File: config.mk
export PLATFORM = sky130hd
export DESIGN_NAME = obi_mux_2_to_1_flat
export DESIGN_NICKNAME = d
export VERILOG_FILES = /design/src/source/soc_mem_pkg.sv /design/src/source/obi_if.sv /design/src/source/obi_mux_2_to_1.sv /design/src/flat_wrapper.sv
export VERILOG_INCLUDE_DIRS = /design/src /design/src/include
export SDC_FILE = /design/constraint.sdc
export NUM_CORES = 1
export LEC_CHECK = 0
export ABC_AREA = 1
export BUFFER_PORTS_ARGS = -buffer_cell sky130_fd_sc_hd__buf_4
export CORE_AREA = 2 2 124 126
export CTS_CLUSTER_SIZE = 24
export DETAILED_ROUTE_END_ITERATION = 6
export DIE_AREA = 0 0 126 128
export GPL_ROUTABILITY_DRIVEN = 0
export SYNTH_ARGS = -nofsm -noshare
export SYNTH_HDL_FRONTEND = slang
export SYNTH_SLANG_ARGS = --single-unit
File: constraint.sdc
create_clock -name clk_i -period 1.4 [get_ports clk_i]
set_clock_uncertainty 0.15 [all_clocks]
set_input_delay 0.28 -clock clk_i [delete_from_list [all_inputs] [get_ports clk_i]]
set_output_delay 0.28 -clock clk_i [all_outputs]
set_load 0.05 [all_outputs]
File: src/include/soc_mem_config.svh
`ifndef SOC_MEM_CONFIG_SVH
`define SOC_MEM_CONFIG_SVH

// Bus widths
`define SOC_ADDR_W       32
`define SOC_DATA_W       32
`define SOC_BE_W         4

// On-chip SRAM
`define SOC_SRAM_WORDS   256
`define SOC_SRAM_BASE    32'h8000_0000

// Host address remap window, upper bound exclusive
`define SOC_REMAP_LO     32'h3000_0000
`define SOC_REMAP_HI     32'h8000_0000
`define SOC_REMAP_NIBBLE 4'h8

// Logic analyzer
`define SOC_LA_KEY       4'hA
`define SOC_LA_W         128

`endif

File: src/source/soc_mem_pkg.sv
`include "soc_mem_config.svh"

package soc_mem_pkg;

    // Bus payload
    typedef logic [`SOC_ADDR_W-1:0] addr_t;
    typedef logic [`SOC_DATA_W-1:0] data_t;
    typedef logic [`SOC_BE_W-1:0]   be_t;

    // Logic analyzer
    typedef logic [`SOC_LA_W-1:0]   la_word_t;
    typedef logic [2:0]             probe_sel_t;

    // Who gets the next response from the shared side
    typedef enum logic [1:0] {
        OWN_NONE = 2'd0,
        OWN_PRI  = 2'd1,
        OWN_SEC  = 2'd2
    } owner_e;

endpackage

File: src/source/obi_if.sv
`timescale 1ns/10ps

interface obi_if import soc_mem_pkg::*; ();

    // Request channel
    logic  req;
    logic  gnt;
    addr_t addr;
    logic  we;
    be_t   be;
    data_t wdata;

    // Response channel
    logic  rvalid;
    data_t rdata;

    modport manager (
        output req, addr, we, be, wdata,
        input  gnt, rvalid, rdata
    );

    modport subordinate (
        input  req, addr, we, be, wdata,
        output gnt, rvalid, rdata
    );

    // Observation only, for the debug probe
    modport monitor (
        input req, gnt, addr, we, be, wdata, rvalid, rdata
    );

endinterface

File: src/source/obi_mux_2_to_1.sv
`timescale 1ns/10ps

module obi_mux_2_to_1 import soc_mem_pkg::*; (
    input  logic clk_i,
    input  logic rst_n,
    input  logic halt_i,
    obi_if.subordinate pri,
    obi_if.subordinate sec,
    obi_if.manager     shr,
    output logic bad_state_o
);

    logic   sel_pri;
    logic   accept;
    owner_e owner_q;

    ////////////////////
    // Request path
    ////////////////////

    // Primary always wins when it asks
    assign sel_pri = pri.req;

    assign shr.req   = (pri.req | sec.req) & ~halt_i;
    assign shr.addr  = sel_pri ? pri.addr  : sec.addr;
    assign shr.we    = sel_pri ? pri.we    : sec.we;
    assign shr.be    = sel_pri ? pri.be    : sec.be;
    assign shr.wdata = sel_pri ? pri.wdata : sec.wdata;

    // Grants follow the shared side, never during halt
    assign pri.gnt = shr.gnt & ~halt_i & pri.req;
    assign sec.gnt = shr.gnt & ~halt_i & ~pri.req & sec.req;

    assign accept = shr.req & shr.gnt;

    ////////////////////
    // Response owner
    ////////////////////

    always_ff @(posedge clk_i) begin
        if (!rst_n) begin
            owner_q <= OWN_NONE;
        end else if (accept) begin
            owner_q <= sel_pri ? OWN_PRI : OWN_SEC;
        end else if (shr.rvalid) begin
            owner_q <= OWN_NONE;
        end
    end

    assign pri.rvalid = shr.rvalid & (owner_q == OWN_PRI);
    assign sec.rvalid = shr.rvalid & (owner_q == OWN_SEC);
    assign pri.rdata  = shr.rdata;
    assign sec.rdata  = shr.rdata;

    // A response nobody asked for
    assign bad_state_o = shr.rvalid & (owner_q == OWN_NONE);

endmodule

File: src/flat_wrapper.sv
// flat-port wrapper written by rule: the top's interface ports become plain ports
module obi_mux_2_to_1_flat import soc_mem_pkg::*;
  (clk_i, rst_n, halt_i, bad_state_o, pri_req, pri_addr, pri_we, pri_be, pri_wdata, pri_gnt, pri_rvalid, pri_rdata, sec_req, sec_addr, sec_we, sec_be, sec_wdata, sec_gnt, sec_rvalid, sec_rdata, shr_req, shr_addr, shr_we, shr_be, shr_wdata, shr_gnt, shr_rvalid, shr_rdata);
  obi_if pri_i ();
  obi_if sec_i ();
  obi_if shr_i ();
  input  logic clk_i;
  input  logic rst_n;
  input  logic halt_i;
  output logic bad_state_o;
  input wire logic [$bits(pri_i.req)-1:0] pri_req;
  input wire logic [$bits(pri_i.addr)-1:0] pri_addr;
  input wire logic [$bits(pri_i.we)-1:0] pri_we;
  input wire logic [$bits(pri_i.be)-1:0] pri_be;
  input wire logic [$bits(pri_i.wdata)-1:0] pri_wdata;
  output wire logic [$bits(pri_i.gnt)-1:0] pri_gnt;
  output wire logic [$bits(pri_i.rvalid)-1:0] pri_rvalid;
  output wire logic [$bits(pri_i.rdata)-1:0] pri_rdata;
  input wire logic [$bits(sec_i.req)-1:0] sec_req;
  input wire logic [$bits(sec_i.addr)-1:0] sec_addr;
  input wire logic [$bits(sec_i.we)-1:0] sec_we;
  input wire logic [$bits(sec_i.be)-1:0] sec_be;
  input wire logic [$bits(sec_i.wdata)-1:0] sec_wdata;
  output wire logic [$bits(sec_i.gnt)-1:0] sec_gnt;
  output wire logic [$bits(sec_i.rvalid)-1:0] sec_rvalid;
  output wire logic [$bits(sec_i.rdata)-1:0] sec_rdata;
  output wire logic [$bits(shr_i.req)-1:0] shr_req;
  output wire logic [$bits(shr_i.addr)-1:0] shr_addr;
  output wire logic [$bits(shr_i.we)-1:0] shr_we;
  output wire logic [$bits(shr_i.be)-1:0] shr_be;
  output wire logic [$bits(shr_i.wdata)-1:0] shr_wdata;
  input wire logic [$bits(shr_i.gnt)-1:0] shr_gnt;
  input wire logic [$bits(shr_i.rvalid)-1:0] shr_rvalid;
  input wire logic [$bits(shr_i.rdata)-1:0] shr_rdata;
  assign pri_i.req = pri_req;
  assign pri_i.addr = pri_addr;
  assign pri_i.we = pri_we;
  assign pri_i.be = pri_be;
  assign pri_i.wdata = pri_wdata;
  assign pri_gnt = pri_i.gnt;
  assign pri_rvalid = pri_i.rvalid;
  assign pri_rdata = pri_i.rdata;
  assign sec_i.req = sec_req;
  assign sec_i.addr = sec_addr;
  assign sec_i.we = sec_we;
  assign sec_i.be = sec_be;
  assign sec_i.wdata = sec_wdata;
  assign sec_gnt = sec_i.gnt;
  assign sec_rvalid = sec_i.rvalid;
  assign sec_rdata = sec_i.rdata;
  assign shr_req = shr_i.req;
  assign shr_addr = shr_i.addr;
  assign shr_we = shr_i.we;
  assign shr_be = shr_i.be;
  assign shr_wdata = shr_i.wdata;
  assign shr_i.gnt = shr_gnt;
  assign shr_i.rvalid = shr_rvalid;
  assign shr_i.rdata = shr_rdata;
  obi_mux_2_to_1 u_core (.clk_i(clk_i), .rst_n(rst_n), .halt_i(halt_i), .pri(pri_i), .sec(sec_i), .shr(shr_i), .bad_state_o(bad_state_o));
endmodule
==> impl_metrics.toml, run 1 <==
[sta]
final.period_utilization = 1.01
maxSlewHeadroom = 0.841
rsz0062_at_grt = "true"
fin_crit_ns = 1.42
worstMarginPinSlew_ns = 0.238
hold_viol_final = 0
setup_violations = 1
setup_ws_ns = -0.0171
slew_violations = 0
max_freq_mhz = 706

[run_status]
violations = "setup timing"
run_status = "complete, but fails checks"

[yosys]
synth_edf_count = 0
synth_cells = 312
yosys_most_used_dff = "dfxtp_1"
synthArstFlopShare = 0
yosys-top-cells-area = "nand2_1 53%, buf_4 33%, buf_2 4.0%"
yosysUniqueCellTypes = 13
ys_warn_count = 0
ys_ff_latch = 2
yosys.area.top_type = "nand2_1"
synth-seq-area-share = 0.0268
yosysMostFrequentCell = "nand2_1"
synthTopCellsByCount = "212 x nand2_1, 66 x buf_4, 12 x buf_2"
syn_area_sq_um = 1500
postSynthAreaPerCell_sq_um = 4.79
synth_top_cell_area_share = 0.532
syn-num-nets = 489

[global_route]
antenna_found_initial = 0
grt_use_total = 0.0967
grt_pass1_wl_mm = 12.4
grt-ovfl-total = 0
grt_pass1_vias = 2368
grt_max_degree = 24

[detailed_routing]
vias = 2423
firstDrtPassIters = 4
first_iter_violations = 33
drc = 0
via_per_inst = 3.67
ant_nets = 0
drt_wl_total_mm = 8.94
wl_per_cell_um = 13.5

[place]
place.detailed.hpwl_mm = 6.18
port_buffers = 219
dp_slack_ns = -0.126
placed_area_sq_um = 3160

[critical_path]
critical_path_class = "reg2out"
startpoint_type = "flop"
r2r_slack_ns = 0.46
r2r_end = "u_core.owner_q[0]"
crit_path_end_kind = "output pin"
path_max_fanout = 3
worst_ep_required_time_ns = 0.97
crit_chain = "inv_2, nor3_2, buf_6"
cp_slowest_cell = "dfxtp_4"
crit_arrival_ns = 0.99
path_buf_inv = 2
crit_family = "flip-flops"
r2r-start = "u_core.owner_q[0]"
slowest_delay_ns = 0.37
rr_worst_depth = 5

[cells_and_area]
area_growth_pct = 174
reg_top3 = "u_core.owner_q (2)"
n_fill_cell = 1631
drive_above_1_share = 0.746
diodes = 0
stdcell_area_sq_um = 4090
largest_reg_flops = 2
nets = 652
top_register = "u_core.owner_q"

[hold_path]
hold_end = "u_core.owner_q[0]"
hold_depth = 3
hold_start = "rst_n"
min_path_type = "in2reg"

[die]
design.die.area_sq_um = 16100
start_util = 0.101
die_w_um = 126
die_y_um = 128
rows = 45
io_pins = 316
coreArea_sq_um = 14900

[clock_network]
path_clk_slew_ns = 0.03
cts-buffers-inserted = 3
cts_tree = "yes"
clk_latency_ns = 0.22
clockBufferDepth = 2
cts_sinks = 2
cts_htree_levels = 1
cts-root-buf = "clkbuf_16"

[pwr]
cellPowerDensity_nw_per_um2 = 591
ir_worst_vdd_v = 0.000208
leakagePower_nw = 2.16

[flow_run]
drv_cap = 0
[worst reg2reg max path: stages (launching register included)]
cell and delay, ns:
dfxtp_4 0.37, inv_2 0.04, buf_4 0.12, nand3_1 0.07, nand2_1 0.05, nor2_1 0.08
[routing by layer]
layer  routed length [um]  up-vias  GRT usage
met3                  800       33     0.0271
met4                  340        0     0.0407
met5                    0        -          0
met2                 4800      142      0.182
met1                 3000     1057      0.100
li1                     -     1191          -
[how the worst max path moves through the flow]
stage / depth (start not counted) / slack [ns] / endpoint / startpoint
2_1_floorplan: 2 / -0.15 / pri_rvalid / u_core.owner_q[0]
4_1_cts: 7 / -0.06 / shr_addr[7] / pri_req
6_report: 3 / -0.02 / pri_rvalid / u_core.owner_q[0]
3_3_place_gp: 6 / -0.12 / sec_gnt / pri_req
3_5_place_dp: 6 / -0.13 / sec_gnt / pri_req
5_1_grt: 3 / -0.05 / pri_rvalid / u_core.owner_q[0]
[power breakdown]
part           total, mW  leakage, nW  switching, mW  internal (mW)
registers         0.0670       0.0178        0.00681         0.0602
logic               1.93         2.10           1.06          0.864
clock network      0.427       0.0370         0.0641          0.363
total               2.42         2.16           1.13           1.29
[what timing repair did]
item / CTS / global route
hold buffers: 0 / 0
endpoints found under the setup margin: 73 / 70
gates cloned: 5 / 4
buffers inserted: 2 / 1
pin swaps: 1 / 5
resized for setup: 117 / 68
[through the flow]
stage	hold WS, ns	TNS (ns)	total power, mW	cells	utilization
after global routing	0.178	-0.754	2.54	661	0.275
after CTS	0.152	-0.766	2.33	658	0.256
final	0.153	-0.0171	2.42	661	0.275
after floorplan	0.251	-0.192	1.48	312	-
after global placement	0.384	-4.34	1.62	648	0.213
after detailed placement	0.379	-4.77	1.62	648	0.213
[logic make-up (layout without fill, tap and decap cells)]
family | count (synthesis) | in the layout | share of synthesized area
DFF | 2 | 2 | 0.0268
and+or+nand+nor | 222 | 222 | 0.567
AOI/OAI and AO/OA | 3 | 3 | 0.0100
buffers and inverters | 85 | 246 | 0.396
[cell usage in the layout (no fill, tap or decap), types with 2 or more instances in the layout]
cell         n
dfxtp_4      2
a21oi_1      2
buf_16       4
buf_12       6
nand2_4     15
nand3_1      2
buf_6       31
buf_8       44
nor2_1       2
nor3_4       2
buf_4      148
nand2_2     86
nand2_1    111
inv_1        3
nor2_4       2
clkbuf_16    6
[final cells by class]
type / count / area (sq um) / area share
clock buffers: 3 / 75.1 / 0.0183
inverters: 6 / 51.3 / 0.0125
multi-input cells: 225 / 1240 / 0.303
flip-flops and latches: 2 / 47.5 / 0.0116
well taps: 188 / 235 / 0.0575
repair buffers: 236 / 2430 / 0.593
repair inverters: 1 / 16.3 / 0.00397
No activity file was read; power rests on OpenSTA's default activity.
==> inputs of run 2 (changes only) <==
--- a/config.mk
+++ b/config.mk
@@ -6,12 +6,11 @@
 export SDC_FILE = /design/constraint.sdc
 export NUM_CORES = 1
 export LEC_CHECK = 0
-export ABC_AREA = 1
 export BUFFER_PORTS_ARGS = -buffer_cell sky130_fd_sc_hd__buf_4
-export CORE_AREA = 2 2 124 126
+export CORE_AREA = 2 2 121 123
 export CTS_CLUSTER_SIZE = 24
 export DETAILED_ROUTE_END_ITERATION = 6
-export DIE_AREA = 0 0 126 128
+export DIE_AREA = 0 0 123 125
 export GPL_ROUTABILITY_DRIVEN = 0
 export SYNTH_ARGS = -nofsm -noshare
 export SYNTH_HDL_FRONTEND = slang
==> run 2 against run 1 <==
Against the previous run: the flow still finishes with violations (setup timing); hold slack improved by 0.0022 ns; synthesized cell count decreased by 50%; synthesized area increased by 20%; critical path depth increased by 1; highest routed layer unchanged; sequential power decreased by 6.1%; largest power group unchanged; via count decreased by 27%; first-iteration DRC count decreased by 30%; clock power increased by 2%; critical path type is now in2out.
==> impl_metrics.toml, run 2 <==
[run_status]
run_status = "complete, but fails checks"
violations = "setup timing"

[clock_network]
cts-root-buf = "clkbuf_16"
path_clk_slew_ns = 0.03
cts_htree_levels = 1
clk_latency_ns = 0.22
cts_tree = "yes"
cts-buffers-inserted = 3
cts_sinks = 2
clockBufferDepth = 2

[cells_and_area]
final_common_cell = "buf_4"
diodes = 0
final_cell_mix = "149 x buf_4, 69 x mux2_4, 68 x buf_6"
nets = 502
top_register = "u_core.owner_q"
n_fill_cell = 1491
multi_input_area_sq_um = 1140
reg_top3 = "u_core.owner_q (2)"
largest_reg_flops = 2
area_growth_pct = 111
seq_area_sq_um = 42.5
drive_above_1_share = 0.972

[critical_path]
worst_ep_required_time_ns = 0.97
rr_worst_depth = 2
critical_path_class = "in2out"
crit_arrival_ns = 1.04
crit_path_end_kind = "output pin"
r2r_slack_ns = 0.49
startpoint_type = "input pin"
path_max_fanout = 7

[detailed_routing]
via_per_inst = 3.50
ant_nets = 0
wl_per_cell_um = 14.1
first_iter_violations = 23
drc = 0
drt_wl_total_mm = 7.16
vias = 1777
firstDrtPassIters = 2

[global_route]
antenna_found_initial = 0
grt-ovfl-total = 0
grt_max_degree = 14
grt_pass1_vias = 1947
grt_pass1_wl_mm = 9.69
grt_use_total = 0.0809

[sta]
hold_viol_final = 0
rsz0062_at_grt = "true"
maxSlewHeadroom = 0.873
worstMarginPinSlew_ns = 0.190
setup_ws_ns = -0.0723
max_freq_mhz = 679
setup_violations = 70
fin_crit_ns = 1.47
finalHoldWorstSlack_ns = 0.155
final.period_utilization = 1.05
slew_violations = 0

[die]
die_w_um = 123
rows = 44
coreArea_sq_um = 14200
io_pins = 316
start_util = 0.126
design.die.area_sq_um = 15400
die_y_um = 125

[yosys]
yosysMostFrequentCell = "mux2_4"
yosys_most_used_dff = "dfxtp_1"
ys_ff_latch = 2
syn_area_sq_um = 1790
synth-seq-area-share = 0.0224
yosysUniqueCellTypes = 16
synth_cells = 157
ys_warn_count = 0
yosys-top-cells-area = "mux2_4 57%, buf_4 27%, buf_12 6.7%"
synthArstFlopShare = 0
yosys.area.top_type = "mux2_4"
postSynthAreaPerCell_sq_um = 11.4
synth_top_cell_area_share = 0.571
syn-num-nets = 334
synthTopCellsByCount = "68 x mux2_4, 64 x buf_4, 6 x buf_12"
synth_edf_count = 0

[pwr]
clkPwrFrac = 0.191
p_sw_uw = 960
cellPowerDensity_nw_per_um2 = 605
leakagePower_nw = 1.99
swShare = 0.421
p_int_mw = 1.32
ir_worst_vdd_v = 0.000575
p_seq_frac = 0.028
power_frac_comb = 0.782

[hold_path]
min_path_type = "in2reg"
hold_depth = 2

[place]
dp_slack_ns = -0.233
place.detailed.hpwl_mm = 5.50
port_buffers = 219

[flow_run]
drv_cap = 0
==> run 2: area by class of cell <==
| class | count | share of cell area |
|---|---|---|
| timing repair buffer | 235 | 0.603 |
| multi-input combinational | 82 | 0.303 |
| tap | 184 | 0.0610 |
| clock buffer | 3 | 0.0199 |
| sequential | 2 | 0.0113 |
| inverter | 1 | 0.000995 |
==> run 2: kinds of logic (layout without fill, tap and decap cells) <==
logic type | Yosys count | count (layout) | synth area share
buffers and inverters | 73 | 239 | 0.352
muxes | 69 | 69 | 0.577
and+or+nand+nor | 11 | 11 | 0.0378
AOI/OAI and AO/OA | 2 | 2 | 0.0105
DFF | 2 | 2 | 0.0224
==> run 2: stage by stage <==
step	total power, mW	instance area [sq um]	util	setup TNS [ns]	instances
6_report	2.28	3770	0.266	-3.71	507
5_1_grt	2.37	3770	0.266	-5.21	507
4_1_cts	2.28	3690	0.260	-4.29	505
3_5_place_dp	1.62	3150	0.222	-13.92	497
3_3_place_gp	1.61	3150	0.222	-13.66	497
2_1_floorplan	1.55	1820	-	-0.0346	157
==> run 2: critical path, stage by stage <==
cell and delay (ns):
buf_16 0.14, clkbuf_16 0.17, mux2_4 0.30, buf_6 0.15
==> run 2: layer usage <==
metal / routed length (um) / track usage / up-vias
li1: - / - / 815
met1: 2320 / 0.0785 / 783
met2: 3940 / 0.162 / 154
met3: 764 / 0.0210 / 25
met5: 0 / 0 / -
met4: 133 / 0.0254 / 0
==> run 2: final timing paths <==
check | to | from
worst min register to register | u_core.owner_q[0] | u_core.owner_q[0]
worst min-delay path | u_core.owner_q[0] | rst_n
worst max-delay path | shr_wdata[16] | pri_req
worst max register to register | u_core.owner_q[1] | u_core.owner_q[1]
==> run 2: what timing repair did <==
action,4_1_cts,5_1_grt
setup endpoints to repair,74,74
cloned,5,2
resized for setup,91,9
setup buffers,0,0
pin swaps,1,1
hold buffers,0,0
==> run 2: power by group through the flow <==
stage / combinational (mW) / sequential, mW / clock [mW]
after floorplan: 1.49 / 0.0622 / 0
after global placement: 1.55 / 0.0629 / 0
after detailed placement: 1.56 / 0.0632 / 0
after CTS: 1.77 / 0.0630 / 0.449
after global routing: 1.85 / 0.0632 / 0.451
final: 1.78 / 0.0629 / 0.436
