--- config.mk ---
export PLATFORM = sky130hd
export DESIGN_NAME = la_control
export DESIGN_NICKNAME = d
export VERILOG_FILES = /design/src/source/soc_mem_pkg.sv /design/src/source/la_control.sv
export VERILOG_INCLUDE_DIRS = /design/src /design/src/include
export SDC_FILE = /design/constraint.sdc
export NUM_CORES = 1
export LEC_CHECK = 0
export ABC_AREA = 1
export BUFFER_PORTS_ARGS = -buffer_cell sky130_fd_sc_hd__buf_2
export CELL_PAD_IN_SITES_DETAIL_PLACEMENT = 0
export CELL_PAD_IN_SITES_GLOBAL_PLACEMENT = 2
export CORE_AREA = 3 3 52 54
export CTS_CLUSTER_SIZE = 25
export DETAILED_ROUTE_END_ITERATION = 7
export DIE_AREA = 0 0 55 57
export PLACE_DENSITY_LB_ADDON = 0.1
export SYNTH_ARGS = -nofsm -noshare
export SYNTH_HDL_FRONTEND = slang
export SYNTH_SLANG_ARGS = --single-unit
--- constraint.sdc ---
create_clock -name clk_i -period 0.9 [get_ports clk_i]
set_input_delay 0 -clock clk_i [delete_from_list [all_inputs] [get_ports clk_i]]
set_output_delay 0 -clock clk_i [all_outputs]
set_load 0.1 [all_outputs]
--- src/include/soc_mem_config.svh ---
`ifndef SOC_MEM_CONFIG_SVH
`define SOC_MEM_CONFIG_SVH

// Bus widths
`define SOC_ADDR_W       32
`define SOC_DATA_W       32
`define SOC_BE_W         4

// On-chip SRAM
`define SOC_SRAM_WORDS   256
`define SOC_SRAM_BASE    32'h8000_0000

// Host address remap window, upper bound exclusive
`define SOC_REMAP_LO     32'h3000_0000
`define SOC_REMAP_HI     32'h8000_0000
`define SOC_REMAP_NIBBLE 4'h8

// Logic analyzer
`define SOC_LA_KEY       4'hA
`define SOC_LA_W         128

`endif

--- src/source/soc_mem_pkg.sv ---
`include "soc_mem_config.svh"

package soc_mem_pkg;

    // Bus payload
    typedef logic [`SOC_ADDR_W-1:0] addr_t;
    typedef logic [`SOC_DATA_W-1:0] data_t;
    typedef logic [`SOC_BE_W-1:0]   be_t;

    // Logic analyzer
    typedef logic [`SOC_LA_W-1:0]   la_word_t;
    typedef logic [2:0]             probe_sel_t;

    // Who gets the next response from the shared side
    typedef enum logic [1:0] {
        OWN_NONE = 2'd0,
        OWN_PRI  = 2'd1,
        OWN_SEC  = 2'd2
    } owner_e;

endpackage

--- src/source/la_control.sv ---
`timescale 1ns/10ps
`include "soc_mem_config.svh"

module la_control import soc_mem_pkg::*; (
    input  logic       clk_i,
    input  logic       rst_n,
    input  la_word_t   la_data_i,
    output logic       rst_int_n_o,
    output logic       host_en_o,
    output logic       halt_o,
    output probe_sel_t probe_sel_o
);

    logic soft_rst_q;

    // Each field is live only when it holds the key
    always_ff @(posedge clk_i) begin
        if (!rst_n) begin
            soft_rst_q  <= 1'b0;
            host_en_o   <= 1'b0;
            halt_o      <= 1'b0;
            probe_sel_o <= '0;
        end else begin
            soft_rst_q  <= (la_data_i[3:0]  == `SOC_LA_KEY);
            host_en_o   <= (la_data_i[7:4]  == `SOC_LA_KEY);
            halt_o      <= (la_data_i[11:8] == `SOC_LA_KEY);
            probe_sel_o <= la_data_i[14:12];
        end
    end

    // Soft reset joins the pin reset for the rest of the design
    assign rst_int_n_o = rst_n & ~soft_rst_q;

endmodule

==> results of run 1 <==
==> layout make-up <==
| cell class | count | area (um2) |
|---|---|---|
| fill | 253 | 1620 |
| timing repair buffer | 37 | 350 |
| clock buffer | 3 | 22.5 |
| inverter | 10 | 37.5 |
| sequential | 6 | 126 |
| tap | 28 | 35.0 |
| multi-input combinational | 13 | 60.1 |
==> registers in the layout, indices dropped and copies added, names as in the netlist <==
register / cells
halt_o: 1
soft_rst_q: 1
host_en_o: 1
probe_sel_o: 3
==> timing repair <==
item	in CTS	in global routing
endpoints found under the setup margin	0	1
endpoints found under the hold margin	6	0
hold buffers	15	0
==> synth_stat cells <==
master / n / area, um2
sky130_fd_sc_hd__dfxtp_1: 6 / 120
sky130_fd_sc_hd__inv_1: 10 / 37.5
sky130_fd_sc_hd__nand2_1: 6 / 22.5
sky130_fd_sc_hd__nand3_1: 3 / 15.0
sky130_fd_sc_hd__nor2_1: 4 / 15.0
==> power groups by stage <==
stage | clock [W] | sequential (W) | combinational (W)
floorplan | 0 | 0.000349 | 0.0000399
global placement | 0 | 0.000290 | 0.000192
detailed placement | 0 | 0.000290 | 0.000191
CTS | 0.000275 | 0.000285 | 0.000241
global route | 0.000298 | 0.000286 | 0.000257
finish | 0.000250 | 0.000285 | 0.000240
==> kinds of logic (layout without fill, tap and decap cells) <==
| family | after synthesis | after routing | share of synthesized area, % |
|---|---|---|---|
| buffers and inverters | 10 | 50 | 17.9 |
| AND/OR/NAND/NOR | 13 | 13 | 25.0 |
| flip-flops | 6 | 6 | 57.1 |
==> layout by cell type (no fill, tap or decap) <==
cell	n
sky130_fd_sc_hd__inv_1	10
sky130_fd_sc_hd__dfxtp_1	1
sky130_fd_sc_hd__dlygate4sd3_1	15
sky130_fd_sc_hd__clkbuf_4	3
sky130_fd_sc_hd__nor2_1	3
sky130_fd_sc_hd__nand2_1	6
sky130_fd_sc_hd__dfxtp_2	5
sky130_fd_sc_hd__buf_2	16
sky130_fd_sc_hd__nand3_1	3
sky130_fd_sc_hd__buf_12	6
sky130_fd_sc_hd__nor2_4	1
==> how the worst max path moves through the flow <==
| stage | endpoint | slack, ns | start | cells after the start |
|---|---|---|---|---|
| after floorplan | rst_int_n_o | 0.10 | soft_rst_q | 1 |
| after global placement | rst_int_n_o | 0.30 | soft_rst_q | 2 |
| after detailed placement | rst_int_n_o | 0.30 | soft_rst_q | 2 |
| after CTS | rst_int_n_o | 0.01 | soft_rst_q | 2 |
| after global routing | rst_int_n_o | 0.004 | soft_rst_q | 2 |
| final | rst_int_n_o | 0.06 | soft_rst_q | 2 |
==> through the flow <==
step,utilization (%),cell area [um2],hold slack (ns),instances,setup slack [ns]
after floorplan,-,224,0.0934,29,0.103
after global placement,20.4,459,0.199,79,0.300
after detailed placement,20.4,459,0.195,79,0.295
after CTS,28.0,632,0.0332,97,0.0140
after global routing,28.0,632,0.0515,97,0.00381
final,28.0,632,0.0331,97,0.0554
==> metal layers <==
layer  up-vias  track usage (%)
li1        161                -
met1       117             5.09
met2        20             7.94
met5         -                0
met4         0             1.04
met3         0             6.53
==> worst max-delay path, stage by stage, from the launching register on <==
cell and delay [ns]:
sky130_fd_sc_hd__dfxtp_1 0.32, sky130_fd_sc_hd__nor2_4 0.10, sky130_fd_sc_hd__buf_12 0.18
==> flow_summary_export.csv, run 1 <==
group,metric,value,unit
placement,gpl.final_weighted_congestion,0.544,
cts,cts.path.max_buffers,2,
sta,finalSetupViolations,0,
power,power.ir.vdd_worst,691,uV
sta,worst_pin_slew,0.132,ns
final_layout,area_growth,201,%
yosys,postSynthNetCount,159,
die,die-width,55,um
routing,via_per_inst,3.07,
global_routing,overflow,0,
die,core_area,2250,um2
min_path,worst_hold_startpoint,"rst_n",
die,y_dimension_of_the_die,57,um
yosys,synth_seq_cells,6,
die,design.portCount,136,
routing,drt_drc_violations_left,0,
sta,max_freq,1.18,GHz
outcome,status,"finished clean",
sta,unrepaired_setup_endpoints_after_global_routing,"false",
die,fp.dieArea,3140,um2
global_routing,number_of_antenna_violations_at_the_first_check_in_global_routing,0,
yosys,avgSynthCellArea,7.25,um2
die,initial_core_util,9.32,%
global_routing,grt.total_usage,5.50,%
yosys,ys.warnings.count,0,
sta,finalCritPeriodShare,93.8,%
power,cellLeakagePower,0.327,nW
power,netSwitchingPower,0.000228,W
min_path,hold_class,"primary input to flop",
cts,post_cts_resized,0,
routing,dr_wl_met2,322,um
power,p_sw_share,29.4,%
power,total_power,0.000776,W
sta,timing.max_slew.rel_slack,91.2,%
cts,tritoncts_buffers,3,
power,power.clock.fraction,32.2,%
routing,drt_first_iter_violations,2,
cts,tritoncts_num_sinks,6,
cts,cts.htree.levels,1,
worst_setup_path,timing.critical_path.to_type,"primary output",
power,pwr-share-seq,36.8,%
final_layout,n_antenna_cell,0,
cts,postCtsSetupBuffers,0,
yosys,synth-seq-area-share,57.1,%
worst_setup_path,crit_path_launch_type,"flop",
global_routing,first_global_vias,307,
placement,port_buffers,22,
cts,clk_pin_slew_worst_paths,0.05,ns
routing,ant_nets,0,
flow_run,cap_violations,0,
power,share_comb_of_total_power,31.0,%
routing,route.final.wire_length,758,um
worst_setup_path,critical_path_class,"flop to primary output",
sta,setup_total_negative_slack,0,ns
global_routing,grt_pass1_wl,1.15,mm
worst_setup_path,cp.required,0.90,ns
routing,drt-wirelength-per-cell,7.81,um
routing,met3RoutedLength,131,um
die,fp-row-count,17,
routing,vias,298,
routing,drt-pass1-iter-count,2,
sta,hold_viol,0,
min_path,hold_depth,3,
placement,dpl_wire_length,537,um
cts,clock_tree_from_tritoncts,"built",
worst_setup_path,critPathArrivalTime,0.84,ns
final_layout,fin_nets,201,
routing,top_signal_layer_used,"met3",
final_layout,final_layout_size_suffix_gt1_share,44.9,%
worst_setup_path,worst-path-max-fanout,1,
global_routing,grt_max_degree,8,
yosys,syn_std_cell_area,210,um2
power,power_per_cell_area,1230,nW/um2
min_path,holdPathEnd,"probe_sel_o[0]",
yosys,synthCells,29,
yosys,synthDistinctLibCells,5,
sta,final_slew_viol_count,0,
cts,clk_root_buffer_cell,"sky130_fd_sc_hd__clkbuf_4",
routing,wl_met1,304,um
power,power.internal,0.000548,W
sta,post-route-min-period,0.845,ns
Power figures use the tool's default switching activity.
==> run 2: changes to the inputs <==
- ABC_AREA: 1 -> not set
==> run 2 against run 1 <==
Effect of this change:
- worst hold slack got worse by 0.021 ns
- cell count is 23% lower
- utilization decreased by 5.0 points
- critical endpoint unchanged
==> flow_summary_export.csv, run 2 <==
group,metric,value,unit
final_layout,fin_nets,179,
yosys,synth.most_common_cell,"sky130_fd_sc_hd__dfxtp_1",
final_layout,area_growth,179,%
worst_setup_path,critical_path_class,"flop to primary output",
cts,tritoncts_num_sinks,6,
final_layout,layout.area.seq,128,um2
sta,post-route-min-period,0.871,ns
power,share_comb_of_total_power,27.6,%
yosys,yosysTopAreaCell,"sky130_fd_sc_hd__dfxtp_1",
final_layout,multiInputGateArea,73.8,um2
yosys,synth_top_flop_cell,"sky130_fd_sc_hd__dfxtp_1",
yosys,synthTopCellsByArea,"sky130_fd_sc_hd__dfxtp_1 (64%), sky130_fd_sc_hd__and2_2 (12%), sky130_fd_sc_hd__and4_1 (9.4%)",
min_path,hold_class,"primary input to flop",
worst_setup_path,crit_path_max_incr_delay,0.32,ns
routing,drt_first_iter_violations,0,
yosys,synthDistinctLibCells,6,
power,pwr-share-seq,38.8,%
sta,max_freq,1.15,GHz
cts,clock_tree_from_tritoncts,"built",
final_layout,n_antenna_cell,0,
power,power_per_cell_area,1410,nW/um2
yosys,syn_std_cell_area,186,um2
final_layout,final_layout_size_suffix_gt1_share,74.5,%
flow_run,cap_violations,0,
routing,via_per_inst,3.05,
worst_setup_path,cp_slowest_cell,"sky130_fd_sc_hd__dfxtp_2",
die,fp-row-count,17,
yosys,synth_seq_cells,6,
routing,vias,229,
worst_setup_path,cp.required,0.90,ns
final_layout,layout.cells.most_common,"sky130_fd_sc_hd__buf_2",
die,fp.dieArea,3140,um2
power,power.ir.vdd_worst,741,uV
global_routing,grt_max_degree,8,
yosys,postSynthNetCount,146,
sta,finalCritPeriodShare,96.8,%
worst_setup_path,critPathArrivalTime,0.87,ns
die,y_dimension_of_the_die,57,um
cts,clk_root_buffer_cell,"sky130_fd_sc_hd__clkbuf_4",
worst_setup_path,crit_chain,"nor2b_4, buf_12",
worst_setup_path,timing.critical_path.to_type,"primary output",
sta,timing.max_slew.rel_slack,92.4,%
cts,tritoncts_buffers,3,
yosys,synth_enable_flop_cells,0,
global_routing,grt_pass1_wl,1.12,mm
yosys,ys.warnings.count,0,
final_layout,final_cell_mix,"sky130_fd_sc_hd__buf_2 (16), sky130_fd_sc_hd__dfxtp_2 (6), sky130_fd_sc_hd__dlygate4sd3_1 (6), sky130_fd_sc_hd__buf_12 (6)",
cts,clk_pin_slew_worst_paths,0.05,ns
final_layout,largest_reg_flops,3,
power,netSwitchingPower,0.000211,W
placement,port_buffers,22,
outcome,status,"finished clean",
cts,postCtsSetupBuffers,0,
sta,final_slew_viol_count,0,
worst_setup_path,worst-path-max-fanout,1,
routing,drt-wirelength-per-cell,9.87,um
global_routing,overflow,0,
yosys,share_of_the_synthesized_area_in_the_top_cell_type,64.4,%
global_routing,first_global_vias,254,
min_path,hold_depth,3,
sta,unrepaired_setup_endpoints_after_global_routing,"true",
final_layout,fillerInstances,261,
yosys,synthTopCellsByCount,"sky130_fd_sc_hd__dfxtp_1 (6), sky130_fd_sc_hd__and2_2 (3), sky130_fd_sc_hd__nor2_1 (3)",
yosys,synthCells,16,
placement,dpl_wire_length,588,um
routing,ant_nets,0,
die,die-width,55,um
yosys,async_flop_share,0,%
routing,drt-pass1-iter-count,1,
yosys,avgSynthCellArea,11.7,um2
power,cellLeakagePower,0.238,nW
sta,hold_viol,0,
sta,worst_pin_slew,0.114,ns
routing,drt_drc_violations_left,0,
yosys,synth-seq-area-share,64.4,%
die,initial_core_util,8.27,%
cts,cts.path.max_buffers,2,
power,power.internal,0.000523,W
sta,setup_total_negative_slack,0,ns
worst_setup_path,crit_path_launch_type,"flop",
cts,cts.htree.levels,1,
power,power.clock.fraction,33.6,%
placement,area_of_placed_instances,435,um2
final_layout,max_flop_register,"probe_sel_o",
die,design.portCount,136,
final_layout,final_design_area_no_fill,519,um2
placement,gpl.final_weighted_congestion,0.632,
routing,route.final.wire_length,740,um
die,core_area,2250,um2
global_routing,grt.total_usage,5.24,%
power,p_sw_share,28.8,%
sta,finalSetupViolations,0,
global_routing,number_of_antenna_violations_at_the_first_check_in_global_routing,0,
run 2: critical path: cells and delay by family (launching register included):
family        cells  cell delay [ns]
flops             1             0.32
buf+inv           1             0.18
simple gates      1             0.12
run 2: through the flow:
| stage | hold WS [ns] | total power [W] | util (%) | instances | worst slack [ns] |
|---|---|---|---|---|---|
| CTS | 0.00648 | 0.000757 | 23.0 | 75 | 0.00876 |
| detailed placement | 0.166 | 0.000474 | 19.3 | 66 | 0.291 |
| floorplan | 0.0724 | 0.000383 | - | 16 | 0.103 |
| finish | 0.0124 | 0.000735 | 23.0 | 75 | 0.0289 |
| global route | 0.0169 | 0.000782 | 23.0 | 75 | -0.00647 |
| global placement | 0.158 | 0.000471 | 19.3 | 66 | 0.293 |
run 2: worst paths after layout:
| check | startpoint | endpoint |
|---|---|---|
| worst max-delay path | soft_rst_q | rst_int_n_o |
| worst min-delay path | la_data_i[1] | soft_rst_q |
run 2: repair_timing:
| item | CTS | global route |
|---|---|---|
| hold endpoints to repair | 4 | 0 |
| gates resized for setup | 0 | 1 |
| endpoints found under the setup margin | 0 | 1 |
| hold buffers | 6 | 0 |
run 2: layer usage:
layer  track usage (%)  vias up  wire, um
met5                 0        -         0
met4              2.08        0         0
met3              4.70        0       110
met2              7.77       15       374
met1              5.08       98       255
li1                  -      116         -
run 2: power groups by stage:
stage / Clock [W] / Combinational [W] / Sequential, W
finish: 0.000247 / 0.000203 / 0.000285
global route: 0.000285 / 0.000212 / 0.000285
global placement: 0 / 0.000181 / 0.000290
floorplan: 0 / 0.0000341 / 0.000349
CTS: 0.000267 / 0.000204 / 0.000285
detailed placement: 0 / 0.000184 / 0.000290
run 2: logic make-up (layout without fill, tap and decap cells):
kind of cell,after synthesis,count (layout),share of synthesized area (%)
AND/OR/NAND/NOR,10,10,35.6
flip-flops,6,6,64.4
buffers and inverters,0,31,0
run 2: area by class of cell:
cell class	count	share of cell area, %
well taps	28	6.75
flip-flops and latches	6	24.6
multi-input cells	10	14.2
clock buffers	3	4.34
repair buffers	28	50.1
==> run 3: changes to the inputs <==
- GPL_TIMING_DRIVEN: not set -> 0
==> run 3 against run 2 <==
Effect of this change:
- non-clock buffer count grew 1
- sequential power down 2%
- fmax up 0.31%
- highest routed layer is now met4
- utilization down 2.3 points
- clock power rose by 2%
- combinational power fell by 9%
- critical path type unchanged
- flip-flop and latch count is the same
- sequential share of layout area rose by 2.8 points
- power decreased by 2.4%
- largest cell class unchanged
==> flow_summary_export.csv, run 3 (same netlist as run 2, synthesis figures left out) <==
group,metric,value,unit
outcome,status,"finished clean",
final_layout,area_growth,150,%
cts,tritoncts_num_sinks,6,
sta,timing.max_slew.rel_slack,81.4,%
power,netSwitchingPower,0.000213,W
sta,layout_setup_ws,0.0317,ns
routing,dr_wl_met2,358,um
worst_setup_path,critPathTopFamily,"flip-flops",
worst_setup_path,worst-path-max-fanout,1,
routing,met3RoutedLength,113,um
cts,clk_root_buffer_cell,"sky130_fd_sc_hd__clkbuf_4",
routing,drt-pass1-iter-count,1,
placement,port_buffers,22,
flow_run,cap_violations,0,
sta,max_freq,1.15,GHz
routing,route.final.wire_length,753,um
global_routing,grt_max_degree,8,
routing,via_per_inst,3.21,
global_routing,grt_pass1_wl,1.17,mm
cts,tritoncts_buffers,3,
global_routing,number_of_antenna_violations_at_the_first_check_in_global_routing,0,
power,total_power,0.000717,W
worst_setup_path,crit_chain,"nor2b_4, buf_12",
worst_setup_path,crit_path_launch_type,"flop",
global_routing,overflow,0,
worst_setup_path,timing.critical_path.to_type,"primary output",
worst_setup_path,critPathArrivalTime,0.87,ns
routing,drt-wirelength-per-cell,9.91,um
final_layout,final_cell_mix,"sky130_fd_sc_hd__buf_2 (16), sky130_fd_sc_hd__dlygate4sd3_1 (7), sky130_fd_sc_hd__dfxtp_2 (6)",
cts,clock_tree_from_tritoncts,"built",
routing,top_signal_layer_used,"met4",
worst_setup_path,critical_path_class,"flop to primary output",
final_layout,final_design_area_no_fill,467,um2
routing,drt_drc_violations_left,0,
final_layout,n_antenna_cell,0,
routing,vias,244,
final_layout,finalCoreUtilization,20.7,%
cts,cts.path.max_buffers,2,
worst_setup_path,critPathBufInv,1,
final_layout,layout.cells.most_common,"sky130_fd_sc_hd__buf_2",
cts,postCtsSetupBuffers,0,
worst_setup_path,cp.depth,2,
routing,drt_first_iter_violations,0,
die,initial_core_util,8.27,%
die,fp.dieArea,3140,um2
worst_setup_path,crit_path_max_incr_delay,0.32,ns
power,power.internal,0.000504,W
routing,ant_nets,0,
sta,finalSetupViolations,0,
worst_setup_path,cp_slowest_cell,"sky130_fd_sc_hd__dfxtp_2",
die,core_area,2250,um2
final_layout,fin_nets,180,
power,power.clock.fraction,35.2,%
sta,worst_pin_slew,0.281,ns
global_routing,first_global_vias,283,
worst_setup_path,cp.required,0.90,ns
die,fp-row-count,17,
power,p_sw_share,29.7,%
sta,finalCritPeriodShare,96.5,%
worst_setup_path,worstSetupEndpoint,"rst_int_n_o",
cts,cts.htree.levels,1,
power,share_comb_of_total_power,25.8,%
power,power_per_cell_area,1540,nW/um2
cts,clk_pin_slew_worst_paths,0.05,ns
sta,post-route-min-period,0.868,ns
power,pwr-share-seq,39.1,%
final_layout,final_layout_size_suffix_gt1_share,72.9,%
die,y_dimension_of_the_die,57,um
final_layout,fillerInstances,269,
placement,placement.setup.worst_slack,0.0868,ns
placement,area_of_placed_instances,345,um2
routing,wl_met1,277,um
power,power.ir.vdd_worst,551,uV
final_layout,max_flop_register,"probe_sel_o",
sta,setup_total_negative_slack,0,ns
final_layout,largest_reg_flops,3,
sta,final_slew_viol_count,0,
min_path,hold_class,"primary input to flop",
sta,unrepaired_setup_endpoints_after_global_routing,"true",
worst_setup_path,worstSetupStartpoint,"soft_rst_q",
placement,gpl.final_weighted_congestion,0.604,
global_routing,grt.total_usage,5.55,%
die,die-width,55,um
power,cellLeakagePower,0.226,nW
sta,hold_viol,0,
die,design.portCount,136,
-- run 3: cell types whose count changed in the layout (fill, tap and decap cells not counted) --
cell,delta
sky130_fd_sc_hd__buf_12,-5
sky130_fd_sc_hd__buf_4,+5
sky130_fd_sc_hd__dlygate4sd3_1,+1
-- run 3: worst min-delay path by stage --
stage / cells past startpoint / slack [ns] / endpoint / start
floorplan: 1 / 0.07 / soft_rst_q / la_data_i[0]
finish: 2 / 0.03 / halt_o / la_data_i[11]
global route: 2 / 0.01 / halt_o / la_data_i[11]
detailed placement: 2 / 0.17 / soft_rst_q / la_data_i[0]
global placement: 2 / 0.16 / soft_rst_q / la_data_i[0]
CTS: 2 / 0.02 / halt_o / la_data_i[11]
-- run 3: area by class of cell --
type | instances | area [um2] | area share (%)
Tap cell | 28 | 35.0 | 7.51
Sequential cell | 6 | 128 | 27.3
Timing Repair Buffer | 29 | 208 | 44.5
Clock buffer | 3 | 22.5 | 4.83
Multi-Input combinational cell | 10 | 73.8 | 15.8
-- run 3: per-stage QoR --
stage                     hold WS [ns]  cells
after CTS                       0.0172     76
after global placement           0.157     66
after detailed placement         0.170     66
after global routing            0.0134     76
final                           0.0288     76
after floorplan                 0.0724     16
-- run 3: repair_timing --
action | 4_1_cts | 5_1_grt
gates resized for setup | 8 | 2
hold buffers | 7 | 0
hold endpoints to repair | 4 | 0
endpoints found under the setup margin | 6 | 1
-- run 3: routing by layer --
layer | track usage (%) | vias to the layer above
met5 | 0 | -
met4 | 3.13 | 0
met3 | 4.18 | 2
met2 | 7.94 | 17
met1 | 5.72 | 107
li1 | - | 118
-- run 3: power by group through the flow --
stage	Sequential [W]	Combinational (W)	Clock, W
3_3_place_gp	0.000284	0.000145	0
3_5_place_dp	0.000285	0.000148	0
2_1_floorplan	0.000349	0.0000341	0
4_1_cts	0.000280	0.000183	0.000274
6_report	0.000280	0.000185	0.000252
5_1_grt	0.000281	0.000194	0.000288
